## src/verilog/fpu_pkg.sv

```systemverilog
package fpu_pkg;

	// opcodes as the CPU decoder emits them.
	localparam logic [3:0] op_fadd = 4'b0011;
	localparam logic [3:0] op_fsub = 4'b0100;
	localparam logic [3:0] op_fmul = 4'b1110;
	localparam logic [3:0] op_fdiv = 4'b1101; // no divider in this core.
	localparam logic [3:0] op_feq = 4'b1100;
	localparam logic [3:0] op_fle = 4'b1011;
	localparam logic [3:0] op_flt = 4'b1010;

	// pipeline depth of each unit in clock cycles.
	localparam logic [2:0] lat_addsub = 3'd3;
	localparam logic [2:0] lat_mul = 3'd2;
	localparam logic [2:0] lat_cmp = 3'd1;

	localparam logic [1:0] unit_addsub = 2'd0;
	localparam logic [1:0] unit_mul = 2'd1;
	localparam logic [1:0] unit_cmp = 2'd2;

	// indexed by the unit selector, entry 3 is unused.
	localparam logic [3:0][2:0] lat_table = {3'd0, lat_cmp, lat_mul, lat_addsub};

	localparam logic [1:0] cmp_eq = 2'd0;
	localparam logic [1:0] cmp_le = 2'd1;
	localparam logic [1:0] cmp_lt = 2'd2;

	// exponent math is done in 10 bits so that bit 9 flags a negative value.
	localparam logic [9:0] exp_bias = 10'd127;
	localparam logic [9:0] exp_max = 10'd255;

	typedef union packed {
		logic [31:0] raw;
		struct packed {
			logic sign;
			logic [7:0] exp;
			logic [22:0] frac;
		} f;
	} fp_word_t;

endpackage

```

## src/verilog/fpu_control.sv

```systemverilog
`timescale 1ns/1ps

module fpu_control (
	input logic CLK,
	input logic reset,
	input logic start,
	input logic fpu_en,
	input logic [3:0] alu_op,
	input fpu_pkg::fp_word_t op_a,
	input fpu_pkg::fp_word_t op_b,
	input logic done,
	input fpu_pkg::fp_word_t sum_out,
	input fpu_pkg::fp_word_t prod_out,
	input logic cmp_out,
	output fpu_pkg::fp_word_t opnd_a,
	output fpu_pkg::fp_word_t opnd_b,
	output logic sub_mode,
	output logic [1:0] cmp_op,
	output logic [1:0] unit_sel,
	output logic load,
	output logic dest_float,
	output fpu_pkg::fp_word_t result,
	output logic result_valid
);
	logic busy; // the two states are idle (0) and busy (1).
	logic start_q;
	logic [1:0] sel_q;
	logic supported;
	logic dec_sub;
	logic [1:0] dec_cmp;

	always_comb begin
		supported = 1'b1;
		unit_sel = fpu_pkg::unit_addsub;
		dec_sub = 1'b0;
		dec_cmp = fpu_pkg::cmp_eq;
		dest_float = 1'b1; // only the compares write the integer file.
		case (alu_op)
			fpu_pkg::op_fadd: dec_sub = 1'b0;
			fpu_pkg::op_fsub: dec_sub = 1'b1;
			fpu_pkg::op_fmul: unit_sel = fpu_pkg::unit_mul;
			fpu_pkg::op_fdiv: supported = 1'b0;
			fpu_pkg::op_feq: begin
				unit_sel = fpu_pkg::unit_cmp;
				dest_float = 1'b0;
			end
			fpu_pkg::op_fle: begin
				unit_sel = fpu_pkg::unit_cmp;
				dec_cmp = fpu_pkg::cmp_le;
				dest_float = 1'b0;
			end
			fpu_pkg::op_flt: begin
				unit_sel = fpu_pkg::unit_cmp;
				dec_cmp = fpu_pkg::cmp_lt;
				dest_float = 1'b0;
			end
			default: supported = 1'b0;
		endcase
	end

	// a launch needs a rising start edge seen while idle.
	assign load = !busy && start && !start_q && fpu_en && supported;

	always_ff @(posedge CLK) begin
		if (reset) begin
			start_q <= 1'b0;
			busy <= 1'b0;
			sel_q <= fpu_pkg::unit_addsub;
			result <= '0;
			result_valid <= 1'b0;
		end else begin
			start_q <= start;
			result_valid <= busy && done;
			if (load) begin
				busy <= 1'b1;
				sel_q <= unit_sel;
			end else if (busy && done) begin
				busy <= 1'b0;
				case (sel_q)
					fpu_pkg::unit_mul: result <= prod_out;
					fpu_pkg::unit_cmp: result.raw <= {31'd0, cmp_out};
					default: result <= sum_out;
				endcase
			end
		end
	end

	// operands stay put for the whole operation.
	always_ff @(posedge CLK) begin
		if (load) begin
			opnd_a <= op_a;
			opnd_b <= op_b;
			sub_mode <= dec_sub;
			cmp_op <= dec_cmp;
		end
	end

	assert property (@(posedge CLK) disable iff (reset) result_valid |=> !result_valid);
	// the timer only finishes an operation that this FSM launched.
	assert property (@(posedge CLK) disable iff (reset) done |-> busy);
endmodule

```

## src/verilog/fpu_latency_timer.sv

```systemverilog
`timescale 1ns/1ps

module fpu_latency_timer (
	input logic CLK,
	input logic reset,
	input logic load,
	input logic [1:0] unit_sel,
	output logic done
);
	logic [2:0] count; // zero means idle.

	// one extra count covers the edge that captures the operands.
	always_ff @(posedge CLK) begin
		if (reset) begin
			count <= 3'd0;
		end else if (load) begin
			count <= fpu_pkg::lat_table[unit_sel] + 3'd1;
		end else if (count != 3'd0) begin
			count <= count - 3'd1;
		end
	end

	assign done = (count == 3'd1);

	// the count must fall back to idle right after done.
	assert property (@(posedge CLK) disable iff (reset) done |=> count == 3'd0);
endmodule

```

## src/verilog/fp_addsub.sv

```systemverilog
`timescale 1ns/1ps

module fp_addsub (
	input logic CLK,
	input logic reset,
	input fpu_pkg::fp_word_t opnd_a,
	input fpu_pkg::fp_word_t opnd_b,
	input logic sub_mode,
	output fpu_pkg::fp_word_t sum_out
);
	logic [23:0] mant_a;
	logic [23:0] mant_b;
	logic sign_b;
	logic a_big;
	logic [7:0] exp_diff;
	logic [23:0] small_mant;

	logic s1_sign;
	logic s1_sub;
	logic [7:0] s1_exp;
	logic [23:0] s1_big;
	logic [23:0] s1_small;

	logic s2_sign;
	logic s2_sub;
	logic [7:0] s2_exp;
	logic [24:0] s2_mant;

	logic [4:0] lz;
	logic [23:0] shifted;
	logic [9:0] e_res;
	logic [22:0] norm_frac;

	// stage 1 aligns the smaller operand to the larger one.
	always_comb begin
		mant_a = (opnd_a.f.exp == 8'd0) ? 24'd0 : {1'b1, opnd_a.f.frac}; // subnormals flush.
		mant_b = (opnd_b.f.exp == 8'd0) ? 24'd0 : {1'b1, opnd_b.f.frac};
		sign_b = opnd_b.f.sign ^ sub_mode;
		a_big = {opnd_a.f.exp, mant_a} >= {opnd_b.f.exp, mant_b};
		exp_diff = a_big ? opnd_a.f.exp - opnd_b.f.exp : opnd_b.f.exp - opnd_a.f.exp;
		small_mant = a_big ? mant_b : mant_a;
	end

	always_ff @(posedge CLK) begin
		if (reset) begin
			s1_sign <= 1'b0;
			s1_sub <= 1'b0;
			s1_exp <= 8'd0;
			s1_big <= 24'd0;
			s1_small <= 24'd0;
		end else begin
			s1_sign <= a_big ? opnd_a.f.sign : sign_b;
			s1_sub <= opnd_a.f.sign ^ sign_b;
			s1_exp <= a_big ? opnd_a.f.exp : opnd_b.f.exp;
			s1_big <= a_big ? mant_a : mant_b;
			s1_small <= small_mant >> exp_diff; // bits shifted out are dropped.
		end
	end

	// stage 2, the larger magnitude keeps the difference non-negative.
	always_ff @(posedge CLK) begin
		if (reset) begin
			s2_sign <= 1'b0;
			s2_sub <= 1'b0;
			s2_exp <= 8'd0;
			s2_mant <= 25'd0;
		end else begin
			s2_sign <= s1_sign;
			s2_sub <= s1_sub;
			s2_exp <= s1_exp;
			if (s1_sub)
				s2_mant <= {1'b0, s1_big} - {1'b0, s1_small};
			else
				s2_mant <= {1'b0, s1_big} + {1'b0, s1_small};
		end
	end

	// stage 3 normalizes the sum.
	always_comb begin
		lz = 5'd0;
		for (int i = 0; i < 24; i++) begin
			if (s2_mant[i])
				lz = 5'(23 - i); // the highest set bit wins.
		end
		shifted = s2_mant[23:0] << lz;
		if (s2_mant[24]) begin
			e_res = {2'b00, s2_exp} + 10'd1;
			norm_frac = s2_mant[23:1];
		end else begin
			e_res = {2'b00, s2_exp} - {5'd0, lz};
			norm_frac = shifted[22:0];
		end
	end

	always_ff @(posedge CLK) begin
		if (reset)
			sum_out <= '0;
		else if (s2_mant == 25'd0)
			sum_out.raw <= {s2_sign & ~s2_sub, 31'd0}; // exact cancellation gives +0.
		else if (e_res[9] || e_res == 10'd0)
			sum_out.raw <= {s2_sign, 31'd0};
		else if (e_res >= fpu_pkg::exp_max)
			sum_out.raw <= {s2_sign, 8'hff, 23'd0};
		else
			sum_out.raw <= {s2_sign, e_res[7:0], norm_frac};
	end
endmodule

```

## src/verilog/fp_mul.sv

```systemverilog
`timescale 1ns/1ps

module fp_mul (
	input logic CLK,
	input logic reset,
	input fpu_pkg::fp_word_t opnd_a,
	input fpu_pkg::fp_word_t opnd_b,
	output fpu_pkg::fp_word_t prod_out
);
	logic [9:0] e_sum;
	logic [47:0] mant_prod;

	logic s1_sign;
	logic s1_zero;
	logic [9:0] s1_exp;
	logic [47:0] s1_prod;

	logic [9:0] e_norm;
	logic [22:0] frac;

	always_comb begin
		e_sum = {2'b00, opnd_a.f.exp} + {2'b00, opnd_b.f.exp} - fpu_pkg::exp_bias;
		mant_prod = {1'b1, opnd_a.f.frac} * {1'b1, opnd_b.f.frac};
	end

	always_ff @(posedge CLK) begin
		if (reset) begin
			s1_sign <= 1'b0;
			s1_zero <= 1'b0;
			s1_exp <= 10'd0;
			s1_prod <= 48'd0;
		end else begin
			s1_sign <= opnd_a.f.sign ^ opnd_b.f.sign;
			// zero and subnormal inputs both have a zero exponent.
			s1_zero <= (opnd_a.f.exp == 8'd0) || (opnd_b.f.exp == 8'd0);
			s1_exp <= e_sum;
			s1_prod <= mant_prod;
		end
	end

	// the product of two 1.x mantissas lies in [1, 4).
	always_comb begin
		e_norm = s1_exp + {9'd0, s1_prod[47]};
		frac = s1_prod[47] ? s1_prod[46:24] : s1_prod[45:23];
	end

	always_ff @(posedge CLK) begin
		if (reset)
			prod_out <= '0;
		else if (s1_zero || e_norm[9] || e_norm == 10'd0)
			prod_out.raw <= {s1_sign, 31'd0};
		else if (e_norm >= fpu_pkg::exp_max)
			prod_out.raw <= {s1_sign, 8'hff, 23'd0}; // saturate to infinity.
		else
			prod_out.raw <= {s1_sign, e_norm[7:0], frac};
	end
endmodule

```

## src/verilog/fp_compare.sv

```systemverilog
`timescale 1ns/1ps

module fp_compare (
	input logic CLK,
	input logic reset,
	input fpu_pkg::fp_word_t opnd_a,
	input fpu_pkg::fp_word_t opnd_b,
	input logic [1:0] cmp_op,
	output logic cmp_out
);
	logic both_zero;
	logic is_eq;
	logic is_lt;

	always_comb begin
		both_zero = (opnd_a.raw[30:0] == 31'd0) && (opnd_b.raw[30:0] == 31'd0);
		is_eq = (opnd_a.raw == opnd_b.raw) || both_zero; // +0 and -0 compare equal.
		if (both_zero)
			is_lt = 1'b0;
		else if (opnd_a.raw[31] != opnd_b.raw[31])
			is_lt = opnd_a.raw[31];
		else if (opnd_a.raw[31])
			is_lt = opnd_a.raw[30:0] > opnd_b.raw[30:0]; // larger magnitude is smaller.
		else
			is_lt = opnd_a.raw[30:0] < opnd_b.raw[30:0];
	end

	always_ff @(posedge CLK) begin
		if (reset) begin
			cmp_out <= 1'b0;
		end else begin
			case (cmp_op)
				fpu_pkg::cmp_le: cmp_out <= is_lt || is_eq;
				fpu_pkg::cmp_lt: cmp_out <= is_lt;
				default: cmp_out <= is_eq;
			endcase
		end
	end
endmodule

```

## src/verilog/fpu_core.sv

```systemverilog
`timescale 1ns/1ps

module fpu_core (
	input logic CLK,
	input logic reset,
	input logic start,
	input logic fpu_en,
	input logic [3:0] alu_op,
	input fpu_pkg::fp_word_t op_a,
	input fpu_pkg::fp_word_t op_b,
	output logic dest_float,
	output fpu_pkg::fp_word_t result,
	output logic result_valid
);
	fpu_pkg::fp_word_t opnd_a;
	fpu_pkg::fp_word_t opnd_b;
	fpu_pkg::fp_word_t sum_out;
	fpu_pkg::fp_word_t prod_out;
	logic sub_mode;
	logic [1:0] cmp_op;
	logic [1:0] unit_sel;
	logic load;
	logic done;
	logic cmp_out;

	fpu_control u_control (
		.CLK(CLK),
		.reset(reset),
		.start(start),
		.fpu_en(fpu_en),
		.alu_op(alu_op),
		.op_a(op_a),
		.op_b(op_b),
		.done(done),
		.sum_out(sum_out),
		.prod_out(prod_out),
		.cmp_out(cmp_out),
		.opnd_a(opnd_a),
		.opnd_b(opnd_b),
		.sub_mode(sub_mode),
		.cmp_op(cmp_op),
		.unit_sel(unit_sel),
		.load(load),
		.dest_float(dest_float),
		.result(result),
		.result_valid(result_valid)
	);

	fpu_latency_timer u_timer (
		.CLK(CLK),
		.reset(reset),
		.load(load),
		.unit_sel(unit_sel),
		.done(done)
	);

	fp_addsub u_addsub (
		.CLK(CLK),
		.reset(reset),
		.opnd_a(opnd_a),
		.opnd_b(opnd_b),
		.sub_mode(sub_mode),
		.sum_out(sum_out)
	);

	fp_mul u_mul (.CLK(CLK), .reset(reset), .opnd_a(opnd_a), .opnd_b(opnd_b), .prod_out(prod_out));

	fp_compare u_compare (
		.CLK(CLK),
		.reset(reset),
		.opnd_a(opnd_a),
		.opnd_b(opnd_b),
		.cmp_op(cmp_op),
		.cmp_out(cmp_out)
	);
endmodule

```

## config.mk

```make
export PLATFORM = sky130hd
export DESIGN_NAME = fpu_core
export DESIGN_NICKNAME = d
export VERILOG_FILES = /design/src/verilog/fpu_pkg.sv /design/src/verilog/fpu_control.sv /design/src/verilog/fpu_latency_timer.sv /design/src/verilog/fp_addsub.sv /design/src/verilog/fp_mul.sv /design/src/verilog/fp_compare.sv /design/src/verilog/fpu_core.sv
export SDC_FILE = /design/constraint.sdc
export NUM_CORES = 2
export LEC_CHECK = 0
export BUFFER_PORTS_ARGS = -buffer_cell sky130_fd_sc_hd__buf_4
export CAP_MARGIN = 20
export CORE_MARGIN = 1
export CORE_UTILIZATION = 35
export DETAILED_ROUTE_END_ITERATION = 16
export SLEW_MARGIN = 10
export SYNTH_ARGS = -nofsm -noshare
export SYNTH_HDL_FRONTEND = slang
export SYNTH_SLANG_ARGS = --single-unit
```

## constraint.sdc

```tcl
create_clock -name CLK -period 17.5 [get_ports CLK]
set_input_delay 0.875 -clock CLK [delete_from_list [all_inputs] [get_ports CLK]]
set_output_delay 0.875 -clock CLK [all_outputs]
set_load 0.01 [all_outputs]
```

==> summary.md <==
| Metric | Value |
|---|---|
| Lkg Pwr | `17.8 nW` |
| Critical path type | `flip-flop to flip-flop` |
| Synth warn | `0` |
| Commonest non-fill, non-tap cell in the layout | `inv_1` |
| CP max-delay cell | `fa_1` |
| Total die area | `101000 um^2` |
| Total number of vias | `27400` |
| Max_cap viols | `0` |
| Final nets | `4808` |
| Period utilization | `0.428` |
| Die W | `318 um` |
| DRC Markers | `0` |
| CTS Root Buffer Type | `clkbuf_16` |
| Skew-Pair Late Insertion Delay | `0.61 ns` |
| Syn Nets | `4809` |
| # clock sinks | `302` |
| IO Pins | `106` |
| Global-route wire length before repair | `165 mm` |
| Final antenna-violating net count | `0` |
| Cells after DPL | `5191` |
| Hold Path Class | `flip-flop to flip-flop` |
| Rel. slew slack | `0.338` |
| Clock slew at reported path FFs | `0.06 ns` |
| Num CTS Buffers | `38` |
| Wire length per cell | `20.0 um` |
| Post-synth EDFFs | `67` |
| Initial drt markers | `2376` |
| XOR/XNOR Fraction of Synth Area | `0.0263` |
| Layout area overhead | `9.72%` |
| Cell mode on critical path | `fa_1` |
| Post-route minimum period | `7.50 ns` |
| Initial antenna violation count | `1` |
| Final Non-Filler Cells | `5261` |
| Setup WS post-layout | `10.00 ns` |
| Synth cell types | `86` |
| CP max stage delay | `0.55 ns` |
| Simple-gate area share of the yosys netlist | `0.173` |
| IO Port Bufs | `105` |
| Final hold violation count | `0` |
| Slew Limit Fails | `0` |
| Avg Cell Area, Syn | `8.87 um^2` |
| Crit path max fanout | `27` |
| Dpl ws | `9.62 ns` |
| Post_cts resized | `0` |
| DPL Wire Length | `77.7 mm` |
| H-tree depth | `2` |
| Global route overflow | `0` |
| Cells after Synth | `3946` |
| FP Rows | `115` |
| Drt first pass iters | `6` |
| Mux contribution to synthesized area | `0.0380` |
| Chip Height | `318 um` |
| Clock buffer depth | `3` |
| Initial Util | `0.355` |
| Status | `finished clean` |
| Critical path required time | `17.92 ns` |
| Crit end category | `flip-flop` |
| Post-synthesis register bit count | `302` |
| Synth Area in Adders | `0.387` |
| Postcts setup bufs | `0` |
| Tot Pwr | `5.94 mW` |
| Largest net degree at the start of global routing | `93` |
| Worst Tran Pin Value | `0.993 ns` |
| TNS Setup | `0 ns` |
| RePlAce Congestion | `0.910` |
| Area after DPL | `37100 um^2` |
| Post-route cell area | `38400 um^2` |
| Sequential element share of the synthesized area | `0.192` |
| Setup violations, final | `0` |
| Cell Area, Synth | `35000 um^2` |
| Diodes inserted | `0` |
| Vias in the first global route | `28100` |
| Post-synthesis compound-gate area fraction | `0.0952` |
| Total Routing Usage GR | `0.208` |
| Via density per instance | `5.21` |
| Crit path launch type | `flip-flop` |
| F_max | `133 MHz` |
| Post-Route WL | `105 mm` |
| Core Area | `98700 um^2` |
| RSZ-0062 raised after global routing | `false` |
| Fraction of registers with async set/reset | `0` |
| Skew final | `0.0669 ns` |
| Crit path DAT | `7.92 ns` |
| Most frequent cells in the layout | `inv_1 (597), fa_1 (486), nand2_1 (460), nor2_1 (341), ha_1 (305)` |
| Largest family of logic cells by synthesized area | `adder cells` |
| Hold buffers post-CTS | `0` |
| Layout cells sized above 1 | `0.0740` |
| Post-synth top flop | `dfxtp_1` |
| Pwr Density | `155 nW/um^2` |
| Worst ir drop on vdd | `0.191 mV` |
| CTS tree | `yes` |
[report_power, final]
| group | switching (mW) | internal (mW) |
|---|---|---|
| Clock | 0.336 | 0.482 |
| Combinational | 2.45 | 1.75 |
| Sequential | 0.0873 | 0.836 |
| Total | 2.87 | 3.07 |
[kinds of logic after synthesis]
logic type               count (synthesis)
AO/OA/AOI/OAI                          515
XOR/XNOR                               100
adder cells (fa/ha/maj)                791
buffers and inverters                  819
flip-flops                             302
multiplexers                           110
AND/OR/NAND/NOR                       1309
[area by class of cell]
| class | count | area [um^2] |
|---|---|---|
| Clock buffer | 45 | 1010 |
| Clock inverter | 24 | 317 |
| Fill cell | 10000 | 60300 |
| Inverter | 606 | 2280 |
| Multi-Input combinational cell | 2825 | 25200 |
| Sequential cell | 302 | 6720 |
| Tap cell | 1287 | 1610 |
| Timing Repair Buffer | 172 | 1290 |
[through the flow]
step / hold slack, ns / util
detailed placement: 0.402 / 0.376
CTS: 0.401 / 0.389
floorplan: 0.381 / -
finish: 0.401 / 0.389
global placement: 0.398 / 0.376
global route: 0.413 / 0.389
[critical path: cells and delay by family, from the launching register on]
kind,cells,cell delay (ns)
XOR/XNOR,1,0.14
flip-flops,1,0.32
AND/OR/NAND/NOR,1,0.12
AO/OA/AOI/OAI,9,1.78
buffers and inverters,8,0.93
adder cells (fa/ha/maj),9,4.07
[synth_stat cells (all sizes together) (47+ instances only)]
| cell | n | area, um^2 |
|---|---|---|
| inv | 602 | 2260 |
| fa | 486 | 9730 |
| nand2 | 461 | 1730 |
| nor2 | 343 | 1290 |
| ha | 305 | 3820 |
| dfxtp | 235 | 4700 |
| and2 | 213 | 1330 |
| clkbuf | 187 | 702 |
| a21oi | 173 | 870 |
| nor3 | 90 | 455 |
| mux2i | 83 | 856 |
| o21ai | 83 | 415 |
| xnor2 | 72 | 649 |
| edfxtp | 67 | 2010 |
| nand3 | 47 | 235 |
[per-layer routing]
layer	part of all wire	up-vias	wire, um	track usage
met2	0.45	1070	47800	0.335
met5	0.000095	-	10	0
met4	0.026	2	2750	0.0553
li1	-	12600	-	-
met3	0.073	188	7690	0.0336
met1	0.45	13500	46900	0.290
[registers in the layout, indices dropped and copies added (netlist names), 10 cells and up]
register / flops
u_addsub.sum_out: 32
u_control.opnd_b: 32
u_addsub.s2_mant: 25
u_mul.s1_exp: 10
u_mul.s1_prod: 25
u_control.opnd_a: 32
u_control.result: 32
u_addsub.s1_small: 24
u_mul.prod_out: 32
u_addsub.s1_big: 24
[worst paths after layout]
kind,startpoint,to,slack (ns),depth (start not counted)
worst max-delay path,u_control.opnd_a[11],u_mul.s1_prod[40],10.00,28
worst min-delay path,u_addsub.s2_sub,u_addsub.sum_out[31],0.40,1
worst max register to register,u_control.opnd_a[11],u_mul.s1_prod[40],10.00,28
worst min register to register,u_addsub.s2_sub,u_addsub.sum_out[31],0.40,1
Power figures use the tool's default switching activity.
